## config.mk

```make
export PLATFORM = sky130hd
export DESIGN_NAME = serial_top
export DESIGN_NICKNAME = d
export VERILOG_FILES = /design/src/serial_pkg.sv /design/src/serial_bus_if.sv /design/src/serial_tick_gen.sv /design/src/serial_shifter.sv /design/src/serial_arbiter.sv /design/src/init_sequencer.sv /design/src/serial_top.sv
export SDC_FILE = /design/constraint.sdc
export NUM_CORES = 1
export LEC_CHECK = 0
export BUFFER_PORTS_ARGS = -buffer_cell sky130_fd_sc_hd__buf_2
export CORE_ASPECT_RATIO = 0.9
export CORE_MARGIN = 2
export CORE_UTILIZATION = 60
export DETAILED_ROUTE_END_ITERATION = 8
export GPL_ROUTABILITY_DRIVEN = 0
export HOLD_SLACK_MARGIN = 0.05
export PLACE_DENSITY = 0.93
export SYNTH_ARGS = -nofsm -noshare
export SYNTH_HDL_FRONTEND = slang
export SYNTH_SLANG_ARGS = --single-unit
```

## constraint.sdc

```tcl
create_clock -name serial_clk -period 5 [get_ports serial_clk]
set_clock_uncertainty 0.15 [all_clocks]
set_input_delay 0.75 -clock serial_clk [delete_from_list [all_inputs] [get_ports serial_clk]]
set_output_delay 0.75 -clock serial_clk [all_outputs]
set_load 0.05 [all_outputs]
```

## src/serial_pkg.sv

```systemverilog
/*
 * shared definitions for the 3-wire serial master
 * word format, serial clock divider, idle levels, init word table, state enums
 */
package serial_pkg;

	// ------------------------------------------------------------------------
	// word format
	// ------------------------------------------------------------------------
	localparam int unsigned word_bits = 8;
	localparam int unsigned bit_idx_bits = $clog2(word_bits);
	localparam logic [bit_idx_bits-1:0] bit_last = bit_idx_bits'(word_bits - 1);
	// low bit goes out first
	localparam logic lowbit_first = 1'b1;

	typedef logic [word_bits-1:0] word_t;

	// ------------------------------------------------------------------------
	// serial clock
	// ------------------------------------------------------------------------
	// serial_clk cycles per half bit
	localparam int unsigned clk_div = 4;
	localparam int unsigned div_bits = $clog2(clk_div);
	localparam logic [div_bits-1:0] div_last = div_bits'(clk_div - 1);
	// one cycle before the end of a half bit
	localparam logic [div_bits-1:0] div_pre = div_bits'(clk_div - 2);

	// line levels while nothing is sent
	localparam logic sclk_idle = 1'b1;
	localparam logic sdo_idle = 1'b1;

	// ------------------------------------------------------------------------
	// configuration words sent once after reset, index 0 first
	// ------------------------------------------------------------------------
	localparam int unsigned init_words = 4;
	localparam int unsigned init_idx_bits = $clog2(init_words);
	localparam logic [init_idx_bits-1:0] init_last = init_idx_bits'(init_words - 1);
	localparam word_t init_table [init_words] = '{8'h3c, 8'h81, 8'ha5, 8'h0f};

	// state and owner encodings
	typedef enum logic {st_idle, st_shift} shift_state_t;
	typedef enum logic [1:0] {own_none, own_init, own_host} owner_t;
	typedef enum logic [1:0] {st_wait, st_send, st_done} init_state_t;

endpackage

```

## src/serial_bus_if.sv

```systemverilog
/*
 * shifter port shared by the arbiter and the shifter
 * owner and shifter modports
 */
`timescale 1ns/1ps

interface serial_bus_if;
	import serial_pkg::*;

	// level, held high while the owner wants words
	logic enable;
	// next word to send, latched at word start
	word_t tx_word;
	// shifter idle
	logic ready;
	// one cycle before word_done
	logic next_word;
	// last cycle of a word
	logic word_done;
	// received word, valid at word_done
	word_t rx_word;

	modport owner (
		output enable, tx_word,
		input ready, next_word, word_done, rx_word
	);

	modport shifter (
		input enable, tx_word,
		output ready, next_word, word_done, rx_word
	);

endinterface

```

## src/serial_tick_gen.sv

```systemverilog
/*
 * half bit divider for the serial clock
 * rise and fall phase strobes, realigned at word start
 */
`timescale 1ns/1ps

module serial_tick_gen (
	input logic serial_clk,
	input logic in_rst,
	input logic restart,
	output logic fall_tick,
	output logic rise_tick
);
	import serial_pkg::*;

	logic [div_bits-1:0] div_cnt;
	// set during the high half of a bit
	logic high_half;

	// low half starts in the cycle after restart
	always_ff @(posedge serial_clk or posedge in_rst) begin
		if (in_rst) begin
			div_cnt <= '0;
			high_half <= 1'b0;
		end else if (restart) begin
			div_cnt <= '0;
			high_half <= 1'b0;
		end else if (div_cnt == div_last) begin
			div_cnt <= '0;
			high_half <= ~high_half;
		end else begin
			div_cnt <= div_cnt + 1'b1;
		end
	end

	// last low cycle, sclk rises at its end
	assign rise_tick = ~high_half && (div_cnt == div_last);
	// one cycle ahead of the fall, so the last-word warning can go out early
	assign fall_tick = high_half && (div_cnt == div_pre);

endmodule

```

## src/serial_shifter.sv

```systemverilog
/*
 * serial shifter FSM with bit counter and tx/rx shift registers
 * gated serial clock, data out on the fall, data in sampled on the rise
 */
`timescale 1ns/1ps

module serial_shifter (
	input logic serial_clk,
	input logic in_rst,
	serial_bus_if.shifter bus,
	output logic sclk,
	output logic sdo,
	input logic sdi
);
	import serial_pkg::*;

	shift_state_t state;
	logic [bit_idx_bits-1:0] bit_cnt;
	// bit position in the word after order handling
	logic [bit_idx_bits-1:0] bit_idx;
	logic last_bit;
	logic sclk_q;
	// last high cycle of a bit
	logic bit_end;
	logic start;
	logic fall_tick;
	logic rise_tick;
	word_t tx_q;
	word_t rx_q;
	word_t rx_next;

	serial_tick_gen tick_gen_i (
		.serial_clk(serial_clk),
		.in_rst(in_rst),
		.restart(start),
		.fall_tick(fall_tick),
		.rise_tick(rise_tick)
	);

	// ------------------------------------------------------------------------
	// bit order and word framing
	// ------------------------------------------------------------------------
	assign bit_idx = lowbit_first ? bit_cnt : bit_last - bit_cnt;
	assign last_bit = (bit_cnt == bit_last);

	assign bus.ready = (state == st_idle);
	assign bus.next_word = (state == st_shift) && last_bit && fall_tick;
	assign bus.word_done = (state == st_shift) && last_bit && bit_end;

	// new word from idle, or straight after the current one
	assign start = bus.enable && ((state == st_idle) || bus.word_done);

	// ------------------------------------------------------------------------
	// FSM, bit counter and serial clock level
	// ------------------------------------------------------------------------
	always_ff @(posedge serial_clk or posedge in_rst) begin
		if (in_rst) begin
			state <= st_idle;
			bit_cnt <= '0;
			sclk_q <= sclk_idle;
			bit_end <= 1'b0;
		end else begin
			bit_end <= (state == st_shift) && fall_tick;
			if (start) begin
				// first bit goes out with the falling edge
				state <= st_shift;
				bit_cnt <= '0;
				sclk_q <= 1'b0;
			end else if (state == st_shift) begin
				if (rise_tick) begin
					sclk_q <= 1'b1;
				end
				if (bit_end) begin
					sclk_q <= 1'b0;
					if (last_bit) begin
						state <= st_idle;
					end else begin
						bit_cnt <= bit_cnt + 1'b1;
					end
				end
			end
		end
	end

	// ------------------------------------------------------------------------
	// tx and rx data
	// ------------------------------------------------------------------------
	always_comb begin
		rx_next = rx_q;
		rx_next[bit_idx] = sdi;
	end

	always_ff @(posedge serial_clk) begin
		if (start) begin
			tx_q <= bus.tx_word;
		end
		// sample on the rise, the last sample completes the word
		if ((state == st_shift) && rise_tick) begin
			rx_q <= rx_next;
			if (last_bit) begin
				bus.rx_word <= rx_next;
			end
		end
	end

	// clock and data held at idle levels outside a word
	assign sclk = (state == st_shift) ? sclk_q : sclk_idle;
	assign sdo = (state == st_shift) ? tx_q[bit_idx] : sdo_idle;

endmodule

```

## src/serial_arbiter.sv

```systemverilog
/*
 * arbiter for the shared shifter, init sequencer over host
 * grant held for a whole burst, strobes routed to the owner only
 */
`timescale 1ns/1ps

module serial_arbiter (
	input logic serial_clk,
	input logic in_rst,
	input logic init_enable,
	input serial_pkg::word_t init_tx_word,
	output logic init_next_word,
	output logic init_word_done,
	input logic host_enable,
	input serial_pkg::word_t host_tx_word,
	output logic host_next_word,
	output logic host_word_done,
	output logic host_granted,
	output serial_pkg::word_t rx_word,
	output serial_pkg::owner_t owner,
	serial_bus_if.owner bus
);
	import serial_pkg::*;

	owner_t owner_next;
	// current owner still asks for words
	logic keep;

	assign keep = ((owner == own_init) && init_enable) ||
		((owner == own_host) && host_enable);

	// ownership moves only while the shifter is idle
	always_comb begin
		owner_next = owner;
		if (bus.ready && !keep) begin
			if (init_enable) begin
				owner_next = own_init;
			end else if (host_enable) begin
				owner_next = own_host;
			end else begin
				owner_next = own_none;
			end
		end
	end

	always_ff @(posedge serial_clk or posedge in_rst) begin
		if (in_rst) begin
			owner <= own_none;
		end else begin
			owner <= owner_next;
		end
	end

	// request side from the owner
	always_comb begin
		case (owner)
			own_init: begin
				bus.enable = init_enable;
				bus.tx_word = init_tx_word;
			end
			own_host: begin
				bus.enable = host_enable;
				bus.tx_word = host_tx_word;
			end
			default: begin
				bus.enable = 1'b0;
				bus.tx_word = '0;
			end
		endcase
	end

	// strobes back to the owner, loser sees them low
	assign init_next_word = (owner == own_init) && bus.next_word;
	assign init_word_done = (owner == own_init) && bus.word_done;
	assign host_next_word = (owner == own_host) && bus.next_word;
	assign host_word_done = (owner == own_host) && bus.word_done;
	assign host_granted = (owner == own_host);

	// shared, qualified by the strobes
	assign rx_word = bus.rx_word;

endmodule

```

## src/init_sequencer.sv

```systemverilog
/*
 * init sequencer, sends the package init table as one burst after reset
 * then flags init_done
 */
`timescale 1ns/1ps

module init_sequencer (
	input logic serial_clk,
	input logic in_rst,
	output logic enable,
	output serial_pkg::word_t tx_word,
	input logic next_word,
	input logic word_done,
	output logic init_done
);
	import serial_pkg::*;

	init_state_t state;
	logic [init_idx_bits-1:0] idx;
	// last table word already requested
	logic last_req;

	always_ff @(posedge serial_clk or posedge in_rst) begin
		if (in_rst) begin
			state <= st_wait;
			idx <= '0;
			last_req <= 1'b0;
		end else begin
			case (state)
				// first cycle out of reset, the request is already up
				st_wait: begin
					state <= st_send;
				end
				st_send: begin
					// next word must sit on tx_word by the word_done cycle
					if (next_word) begin
						if (idx == init_last) begin
							last_req <= 1'b1;
						end else begin
							idx <= idx + 1'b1;
						end
					end
					if (word_done && last_req) begin
						state <= st_done;
					end
				end
				st_done: begin
					state <= st_done;
				end
				default: begin
					state <= st_wait;
				end
			endcase
		end
	end

	// request held from reset so the arbiter sees init before the host
	assign enable = (state != st_done) && !last_req;
	assign tx_word = init_table[idx];
	assign init_done = (state == st_done);

endmodule

```

## src/serial_top.sv

```systemverilog
/*
 * top level of the 3-wire serial master
 * init sequencer and host port sharing one shifter through the arbiter
 */
`timescale 1ns/1ps

module serial_top (
	input logic serial_clk,
	input logic in_rst,
	input logic host_enable,
	input serial_pkg::word_t host_tx_word,
	output logic host_next_word,
	output logic host_word_done,
	output serial_pkg::word_t host_rx_word,
	output logic host_granted,
	output logic init_done,
	output logic sclk,
	output logic sdo,
	input logic sdi
);
	import serial_pkg::*;

	// init sequencer to arbiter
	logic init_enable;
	word_t init_tx_word;
	logic init_next_word;
	logic init_word_done;

	// arbiter to shifter
	serial_bus_if bus_i ();

	init_sequencer init_seq_i (
		.serial_clk(serial_clk),
		.in_rst(in_rst),
		.enable(init_enable),
		.tx_word(init_tx_word),
		.next_word(init_next_word),
		.word_done(init_word_done),
		.init_done(init_done)
	);

	// owner is a debug view, not brought out here
	serial_arbiter arbiter_i (
		.serial_clk(serial_clk),
		.in_rst(in_rst),
		.init_enable(init_enable),
		.init_tx_word(init_tx_word),
		.init_next_word(init_next_word),
		.init_word_done(init_word_done),
		.host_enable(host_enable),
		.host_tx_word(host_tx_word),
		.host_next_word(host_next_word),
		.host_word_done(host_word_done),
		.host_granted(host_granted),
		.rx_word(host_rx_word),
		.owner(),
		.bus(bus_i)
	);

	serial_shifter shifter_i (
		.serial_clk(serial_clk),
		.in_rst(in_rst),
		.bus(bus_i),
		.sclk(sclk),
		.sdo(sdo),
		.sdi(sdi)
	);

endmodule

```

==> results.cfg, run 1 <==
[place]
dpl.hpwl_microns = 2490
placed_cell_area_sq_mm = 0.00216
port_buffers = 25
dp.cells = 222
pre_cts_slack_ns = 2.50

[clock_tree]
cts-root-buf = clkbuf_8
ctsResizeCount = 0
insertion_delay_ns = 0.30
cts.sinks = 40
hold_buffers = 0
cts.clk_slew.worst_paths_ns = 0.07
htreeDepth = 2
tritoncts = done
clockBufferDepth = 2
numCtsBuffers = 5
postCtsSetupBuffers = 0

[critical_path]
path_common_cell = ha_1
worst-setup-path-type = register to primary output
rrSetupSlack_ns = 2.57
critPathRequiredTime_ns = 4.10
r2r-end = shifter_i.tx_q[3]$_DFFE_PP_
path_max_fanout = 15
startpoint_type = register
crit_arrival_ns = 1.94
critPathLaunch = shifter_i.bit_cnt[0]$_DFFE_PP0P_
slowest_stage = dfrtp_1
endpoint_kind = primary output
slowest_delay_ns = 0.62
rr_worst_depth = 4
r2r_start = arbiter_i.owner[1]$_DFFE_PP0P_
crit_chain = ha_1, ha_1, nand3_1, nor2_1, buf_2

[floorplan]
die_area_sq_mm = 0.00384
initial_utilization = 0.642
dieHeight_microns = 59.0
design.core.area_sq_mm = 0.00314
ios = 26
row_count = 19
dieWidth_microns = 65.1

[finish]
stdcell_count = 230
synthToLayoutAreaGrowth_pct = 11.7
ff_latch_area_sq_mm = 0.00112
final_core_util = 0.717
layout-drive-gt1-share = 0.191
multi_input_area_sq_um = 815
n_antenna_cell = 0
postLayoutCellArea_sq_mm = 0.00225
final_cell_mix = 25 x buf_2, 24 x edfxtp_1, 15 x dfrtp_1, 14 x ha_1, 13 x nand2_1
fin_nets = 213
fillers = 221
layout_commonest_cell = buf_2

[sta]
relSlewSlack = 0.481
finalSetupViolCount = 0
fin_setup_tns_ns = 0
worst_slew_pin_slew_ns = 0.776
finalCritPeriodShare = 0.567
fmax_ghz = 0.353
hold_viol_final = 0
fin_crit_ns = 2.84
slew_violations = 0
setup_ws_ns = 2.16
rsz0062_at_grt = no

[grt]
grt_overflow_total = 0
grt_max_degree = 19
grt_use_total = 0.215
grt_first_pass_wirelength_microns = 5990
grt_antenna_before_repair = 0
grt_pass1_vias = 1271

[synth]
synth_area_per_cell_sq_um = 12.4
synth_edf_count = 24
synth_nets = 189
netlist_instances = 163
yosys.cell_types.count = 43
ys_seq_area_frac = 0.557
netlist_area_sq_mm = 0.00201
yosysWarnings = 0
ys_ff_latch = 40
async_flop_share = 0.400
ys.flop_type = edfxtp_1

[power]
max-vdd-ir-drop_mv = 0.205
p_clk_frac = 0.378
power.internal_uw = 466
power_frac_comb = 0.023
p_sw_uw = 116
power_density_mw_per_mm2 = 259
seqPwrFrac = 0.598
swShare = 0.200
p_leak_uw = 0.000979

[worst_hold_path]
min_path_type = register to register
holdPathEnd = shifter_i.tick_gen_i.div_cnt[0]$_DFF_PP0_
hp-start = shifter_i.tick_gen_i.div_cnt[0]$_DFF_PP0_
holdPathStages = 1

[route]
ant_nets = 0
drt-total-wl_microns = 3480
drcViolationCount = 0
num_vias = 1321
viasPerCell = 5.74
first_iter_violations = 70
drtPass1Iterations = 4
wl_per_cell_microns = 15.1

[run]
drv_cap = 0

[status]
status = completed
## through the flow
| step | total power (uW) | hold slack (ns) |
|---|---|---|
| after floorplan | 362 | 0.293 |
| after global placement | 368 | 0.304 |
| after detailed placement | 369 | 0.320 |
| after CTS | 587 | 0.330 |
| after global routing | 603 | 0.367 |
| final | 582 | 0.325 |
## sequential cells by signal, summed over array words and instances, names as in the netlist
signal and flops:
shifter_i.tx_q 8, shifter_i.tick_gen_i.high_half 1, shifter_i.rx_q 8, shifter_i.bit_cnt 3, shifter_i.tick_gen_i.div_cnt 2, shifter_i.bus.rx_word 8
arbiter_i.owner 2, shifter_i.bit_end 1, shifter_i.sclk_q 1, init_seq_i.idx 2, init_seq_i.last_req 1, shifter_i.state 1
init_seq_i.state 2
## critical path, delay by kind of cell (launching register included)
kind / cells / cell delay (ns)
buffers and inverters: 1 / 0.27
flip-flops: 1 / 0.62
adder cells (fa/ha/maj): 2 / 0.49
AND/OR/NAND/NOR: 2 / 0.26
## power groups by stage
| stage | logic [uW] | registers [uW] | clock network (uW) |
|---|---|---|---|
| after floorplan | 6.48 | 355 | 0 |
| after global placement | 12.7 | 355 | 0 |
| after detailed placement | 13.5 | 355 | 0 |
| after CTS | 13.6 | 348 | 225 |
| after global routing | 15.4 | 348 | 239 |
| final | 13.5 | 348 | 220 |
## layer usage
layer | global-route usage | up-vias | routed length [microns] | part of all wire
met1 | 0.271 | 616 | 1470 | 0.42
met3 | 0.0688 | 10 | 236 | 0.068
li1 | - | 639 | - | -
met2 | 0.349 | 56 | 1710 | 0.49
met4 | 0.0863 | 0 | 72 | 0.021
met5 | 0 | - | 0 | 0
## Yosys cell counts, types with 2 or more instances
| library cell | number | area (sq um) |
|---|---|---|
| a32o_1 | 3 | 30.0 |
| o21ai_1 | 2 | 10.0 |
| a21o_1 | 2 | 15.0 |
| nand2_1 | 13 | 48.8 |
| nand3_1 | 2 | 10.0 |
| xnor2_1 | 2 | 17.5 |
| clkbuf_1 | 3 | 11.3 |
| nor2b_1 | 3 | 18.8 |
| and2_1 | 2 | 12.5 |
| mux2_1 | 11 | 124 |
| nor3b_1 | 2 | 15.0 |
| nor3_1 | 2 | 10.0 |
| buf_2 | 4 | 20.0 |
| a21oi_1 | 4 | 20.0 |
| a22o_1 | 2 | 17.5 |
| dfrtp_1 | 15 | 375 |
| a22oi_1 | 5 | 37.5 |
| inv_1 | 11 | 41.3 |
| nor2_1 | 12 | 45.0 |
| nand2b_1 | 4 | 25.0 |
| edfxtp_1 | 24 | 721 |
| ha_1 | 14 | 175 |
## worst max path at each step
stage | end | slack (ns) | cells past startpoint
5_1_grt | host_next_word | 2.01 | 5
3_3_place_gp | host_word_done | 2.56 | 5
6_report | host_word_done | 2.16 | 5
3_5_place_dp | host_next_word | 2.50 | 5
4_1_cts | host_word_done | 2.17 | 5
2_1_floorplan | host_next_word | 2.05 | 5
## area by class of cell
type                       count  share of cell area
inverter                      11              0.0184
multi-input combinational    104               0.362
clock buffer                   7              0.0384
timing repair buffer          25              0.0556
tap                           42              0.0234
clock inverter                 1             0.00334
sequential                    40               0.499
## kinds of logic after synthesis
logic type,after synthesis,synth area share
adders and majority gates,14,0.0870
AOI/OAI and AO/OA,28,0.116
muxes,13,0.0721
DFF,40,0.557
xor gates and xnor gates,2,0.00870
buffers and inverters,19,0.0379
and+or+nand+nor,47,0.121
Note: power is estimated with default switching activity, not from simulation.
==> run 2, diff against run 1 <==
--- a/config.mk
+++ b/config.mk
@@ -8,11 +8,11 @@
 export BUFFER_PORTS_ARGS = -buffer_cell sky130_fd_sc_hd__buf_2
 export CORE_ASPECT_RATIO = 0.9
 export CORE_MARGIN = 2
-export CORE_UTILIZATION = 60
+export CORE_UTILIZATION = 51
 export DETAILED_ROUTE_END_ITERATION = 8
 export GPL_ROUTABILITY_DRIVEN = 0
 export HOLD_SLACK_MARGIN = 0.05
-export PLACE_DENSITY = 0.93
+export PLACE_DENSITY = 0.86
 export SYNTH_ARGS = -nofsm -noshare
 export SYNTH_HDL_FRONTEND = slang
 export SYNTH_SLANG_ARGS = --single-unit
==> constraint.sdc (replaced) <==
create_clock -name serial_clk -period 2.3 [get_ports serial_clk]
set_clock_uncertainty 0.15 [all_clocks]
set_input_delay 0.345 -clock serial_clk [delete_from_list [all_inputs] [get_ports serial_clk]]
set_output_delay 0.345 -clock serial_clk [all_outputs]
set_load 0.05 [all_outputs]
==> run 2 against run 1 <==
  * Global-route usage down 3.8 points
  * Die area up 16%
  * Sequential share of layout area down 2.2 points
  * Flip-flop and latch count unchanged
  * Total power up 130%
  * Clock power rose to 2.6 times the previous value
  * Non-clock buffer count up 7
  * Critical path depth down 2
  * Hold slack worse by 0.17 ns
  * Routed wire length about the same
  * Worst setup slack worse by 2.0 ns
  * Largest power group unchanged
  * Highest routed layer unchanged
==> results.cfg, run 2 (synthesis gave the netlist of run 1 again) <==
[place]
pre_cts_slack_ns = 0.154
port_buffers = 25
dpl.hpwl_microns = 2550

[critical_path]
critical_path.top_delay_family = flip-flops
rr_worst_depth = 4
slowest_delay_ns = 0.73
rrSetupSlack_ns = 0.15
crit_buf_inv = 1
critPathRequiredTime_ns = 1.80
crit_chain = nand3_1, nor2_2, buf_2
startpoint_type = register
slowest_stage = dfrtp_1
crit_arrival_ns = 1.67
r2r-end = shifter_i.tx_q[2]$_DFFE_PP_
path_max_fanout = 18
endpoint_kind = primary output
r2r_start = init_seq_i.state[0]$_DFFE_PP0P_
worst-setup-path-type = register to primary output

[sta]
fmax_ghz = 0.463
setup_ws_ns = 0.140
hold_viol_final = 0
worst_slew_pin_slew_ns = 0.602
finalSetupViolCount = 0
relSlewSlack = 0.599
slew_violations = 0
rsz0062_at_grt = no
finalCritPeriodShare = 0.939
fin_crit_ns = 2.16

[route]
drcViolationCount = 0
num_vias = 1304
first_iter_violations = 119
drt-total-wl_microns = 3480
ant_nets = 0
viasPerCell = 5.41
drtPass1Iterations = 4
wl_per_cell_microns = 14.4

[floorplan]
die_area_sq_mm = 0.00447
dieHeight_microns = 63.6
ios = 26
design.core.area_sq_mm = 0.00376
dieWidth_microns = 70.2
row_count = 21
initial_utilization = 0.536

[grt]
grt_overflow_total = 0
grt_pass1_vias = 1258
grt_first_pass_wirelength_microns = 6000
grt_use_total = 0.177
grt_max_degree = 19
grt_antenna_before_repair = 0

[clock_tree]
htreeDepth = 2
tritoncts = done
cts-root-buf = clkbuf_8
numCtsBuffers = 5
insertion_delay_ns = 0.29
cts.clk_slew.worst_paths_ns = 0.07
clockBufferDepth = 2
cts.sinks = 40

[worst_hold_path]
hp-start = host_enable
holdPathEnd = arbiter_i.owner[1]$_DFFE_PP0P_
holdPathStages = 2
min_path_type = input port to register

[power]
p_sw_uw = 265
p_clk_frac = 0.420
seqPwrFrac = 0.558
power_frac_comb = 0.022
power_uw = 1360
power.internal_uw = 1090
power_density_mw_per_mm2 = 576
p_leak_uw = 0.00103
max-vdd-ir-drop_mv = 0.388
swShare = 0.196

[run]
drv_cap = 0

[finish]
layout-drive-gt1-share = 0.246
synthToLayoutAreaGrowth_pct = 17.1
largest_registers = shifter_i.bus.rx_word (8), shifter_i.rx_q (8), shifter_i.tx_q (8)
final_cell_mix = 24 x buf_2, 24 x edfxtp_1, 14 x dfrtp_1, 13 x nand2_1, 13 x ha_1
n_antenna_cell = 0
fin_nets = 220

[status]
status = completed
[run 2: worst register-to-register path: cells and delay by family (launching register included)]
kind / cells / cell delay, ns
DFF: 1 / 0.37
AOI/OAI and AO/OA: 1 / 0.57
buffers and inverters: 1 / 0.07
and+or+nand+nor: 1 / 0.40
adders and majority gates: 1 / 0.23
[run 2: worst max path at each step]
stage / slack [ns] / from / cells past startpoint / endpoint
floorplan: -0.06 / arbiter_i.owner[0]$_DFFE_PP0P_ / 5 / host_next_word
global placement: 0.21 / init_seq_i.state[0]$_DFFE_PP0P_ / 4 / shifter_i.tx_q[6]$_DFFE_PP_
detailed placement: 0.15 / init_seq_i.state[0]$_DFFE_PP0P_ / 4 / shifter_i.tx_q[6]$_DFFE_PP_
CTS: 0.003 / shifter_i.bit_cnt[0]$_DFFE_PP0P_ / 5 / sdo
global route: 0.04 / shifter_i.bit_cnt[1]$_DFFE_PP0P_ / 5 / sdo
finish: 0.14 / shifter_i.state$_DFF_PP0_ / 3 / host_word_done
[run 2: power groups by stage]
stage                     combinational, uW  clock, uW  sequential (uW)
after CTS                              30.7        580              757
after detailed placement               29.2          0              773
final                                  29.9        570              757
after global routing                   35.5        621              757
after floorplan                        14.1          0              773
after global placement                 29.0          0              773
[run 2: metal layers]
| metal | GRT usage | vias to the layer above | share of wire |
|---|---|---|---|
| met4 | 0.0649 | 0 | 0.016 |
| li1 | - | 658 | - |
| met1 | 0.242 | 608 | 0.49 |
| met5 | 0 | - | 0 |
| met2 | 0.259 | 32 | 0.45 |
| met3 | 0.0624 | 6 | 0.052 |
[run 2: stage by stage]
step	instance area [sq um]	TNS (ns)	hold slack, ns	cells	util
2_1_floorplan	2020	-0.119	0.108	163	-
3_3_place_gp	2210	0	0.293	232	0.588
3_5_place_dp	2210	0	0.295	232	0.588
4_1_cts	2330	0	0.151	241	0.621
5_1_grt	2360	0	0.154	241	0.627
6_report	2360	0	0.150	241	0.627
[run 2: area by class of cell]
class,instances,area [sq um]
clock buffer,5,68.8
clock inverter,3,42.5
fill,307,1400
inverter,11,41.3
multi-input combinational,104,833
sequential,40,1120
tap,46,57.6
timing repair buffer,32,190
[run 2: repair_timing]
action                                  4_1_cts  5_1_grt
hold endpoints to repair                     15        0
endpoints found under the setup margin        0        3
resized for setup                             0        8
setup buffers                                 0        0
hold buffers                                  1        0
==> run 3, diff against run 2 <==
==> constraint.sdc (replaced) <==
create_clock -name serial_clk -period 2.3 [get_ports serial_clk]
set_clock_uncertainty 0.15 [all_clocks]
set_input_delay 0.69 -clock serial_clk [delete_from_list [all_inputs] [get_ports serial_clk]]
set_output_delay 0.69 -clock serial_clk [all_outputs]
set_load 0.05 [all_outputs]
==> run 3 against run 2 <==
  * The run now ends with setup timing left
  * Hold slack better by 0.15 ns
  * Critical path depth rose by 1
  * Clock power is 2% lower
  * Fmax fell by 9.3%
  * Final cell count grew 2.5%
  * Sequential share of layout area down 1.9 points
  * Via count increased by 5.0%
  * Global-route usage about the same
  * Flip-flop and latch count did not move
  * Largest cell class unchanged
  * Non-clock buffer count up 6
  * Total power is 1.0% lower
  * Count of clock-buffer cells in the layout rose by 1
==> results.cfg, run 3 (synthesis gave the netlist of run 1 again) <==
[status]
status = finished with violations
violations = setup timing

[place]
dpl.hpwl_microns = 2530
pre_cts_slack_ns = 0.0802
port_buffers = 25
dp.cells = 237

[sta]
fin_crit_ns = 2.38
hold_viol_final = 0
setup_ws_ns = -0.0814
finalSetupViolCount = 2
relSlewSlack = 0.612
worst_slew_pin_slew_ns = 0.581
slew_violations = 0
rsz0062_at_grt = yes
fmax_ghz = 0.420
fin_setup_tns_ns = -0.104
finalCritPeriodShare = 1.04

[clock_tree]
numCtsBuffers = 5
insertion_delay_ns = 0.29
clockBufferDepth = 2
tritoncts = done
cts.clk_slew.worst_paths_ns = 0.07
htreeDepth = 2
cts-root-buf = clkbuf_8
cts.sinks = 40

[grt]
grt_overflow_total = 0
grt_use_total = 0.176
grt_first_pass_wirelength_microns = 6090
grt_pass1_vias = 1383
grt_antenna_before_repair = 0
grt_max_degree = 17

[finish]
synthToLayoutAreaGrowth_pct = 21.9
final_cell_mix = 24 x edfxtp_1, 21 x buf_2, 14 x dfrtp_1, 13 x nand2_1, 12 x ha_1
fin_nets = 226
largest_registers = shifter_i.bus.rx_word (8), shifter_i.rx_q (8), shifter_i.tx_q (8)
ff_latch_area_sq_mm = 0.00112
multi_input_area_sq_um = 873
layout_commonest_cell = edfxtp_1
layout-drive-gt1-share = 0.294
final_core_util = 0.653
n_antenna_cell = 0
stdcell_count = 247
fillers = 289

[route]
ant_nets = 0
drcViolationCount = 0
viasPerCell = 5.54
drt-total-wl_microns = 3490
drtPass1Iterations = 4
wl_per_cell_microns = 14.1
first_iter_violations = 83
num_vias = 1369

[floorplan]
design.core.area_sq_mm = 0.00376
die_area_sq_mm = 0.00447
row_count = 21
ios = 26
dieHeight_microns = 63.6
dieWidth_microns = 70.2
initial_utilization = 0.536

[critical_path]
r2r-end = shifter_i.tx_q[4]$_DFFE_PP_
endpoint_kind = primary output
path_max_fanout = 4
worst-setup-path-type = register to primary output
rrSetupSlack_ns = 0.30
startpoint_type = register
crit_arrival_ns = 1.54
rr_worst_depth = 5
r2r_start = arbiter_i.owner[1]$_DFFE_PP0P_
critPathRequiredTime_ns = 1.46

[power]
power_density_mw_per_mm2 = 547
p_leak_uw = 0.00107
max-vdd-ir-drop_mv = 0.459
power_uw = 1340

[worst_hold_path]
min_path_type = input port to asynchronous set/reset pin

[run]
drv_cap = 0
-- run 3: cell types whose count changed in the layout (fill, tap and decap cells not counted), sizes merged --
cell / before / now
clkinv: 2 / 1
dlygate4sd3: 1 / 0
clkbuf: 5 / 7
buf: 31 / 37
-- run 3: final cells by class --
class,instances,area share
Clock buffer,6,0.0296
Clock inverter,2,0.0143
Inverter,11,0.0168
Multi-Input combinational cell,104,0.356
Sequential cell,40,0.458
Tap cell,46,0.0234
Timing Repair Buffer,38,0.102
-- run 3: worst max path at each step --
stage,to,slack (ns),start,cells past startpoint
2_1_floorplan,host_word_done,0.01,arbiter_i.owner[0]$_DFFE_PP0P_,5
3_3_place_gp,host_word_done,0.13,shifter_i.bit_cnt[2]$_DFFE_PP0P_,4
3_5_place_dp,sdo,0.08,shifter_i.bit_cnt[2]$_DFFE_PP0P_,4
4_1_cts,sdo,-0.10,shifter_i.bit_cnt[0]$_DFFE_PP0P_,5
5_1_grt,sdo,-0.16,shifter_i.bit_cnt[0]$_DFFE_PP0P_,5
6_report,sdo,-0.08,shifter_i.bit_cnt[0]$_DFFE_PP0P_,4
-- run 3: per-stage QoR --
stage / hold WS (ns) / instance area [sq um]
finish: 0.297 / 2450
global route: 0.345 / 2450
CTS: 0.315 / 2440
detailed placement: 0.331 / 2280
global placement: 0.316 / 2280
floorplan: 0.293 / 2050
-- run 3: where the power goes --
| group | total, uW | switching, uW | internal, uW |
|---|---|---|---|
| Combinational | 28.2 | 16.1 | 12.1 |
| Sequential | 757 | 0 | 757 |
| Clock | 557 | 236 | 322 |
| Total | 1340 | 252 | 1090 |
-- run 3: worst max-delay path, cell delays in order, from the launching register on --
cell and delay, ns:
dfrtp_1 0.41, mux2_2 0.36, a22oi_2 0.17, o2111ai_2 0.14, buf_6 0.18
-- run 3: repair_timing --
action | 4_1_cts | 5_1_grt
hold buffers | 0 | 0
pin swaps | 3 | 2
gates cloned | 0 | 0
resized for setup | 13 | 3
endpoints found under the setup margin | 3 | 4
buffers inserted | 1 | 1
hold endpoints to repair | 0 | 0
-- run 3: routing by layer --
metal,vias to the layer above,GRT usage,part of all wire,wire [microns]
met5,-,0,0,0
met1,660,0.215,0.46,1600
met3,9,0.0576,0.047,164
met2,35,0.283,0.47,1650
li1,665,-,-,-
met4,0,0.0841,0.022,78
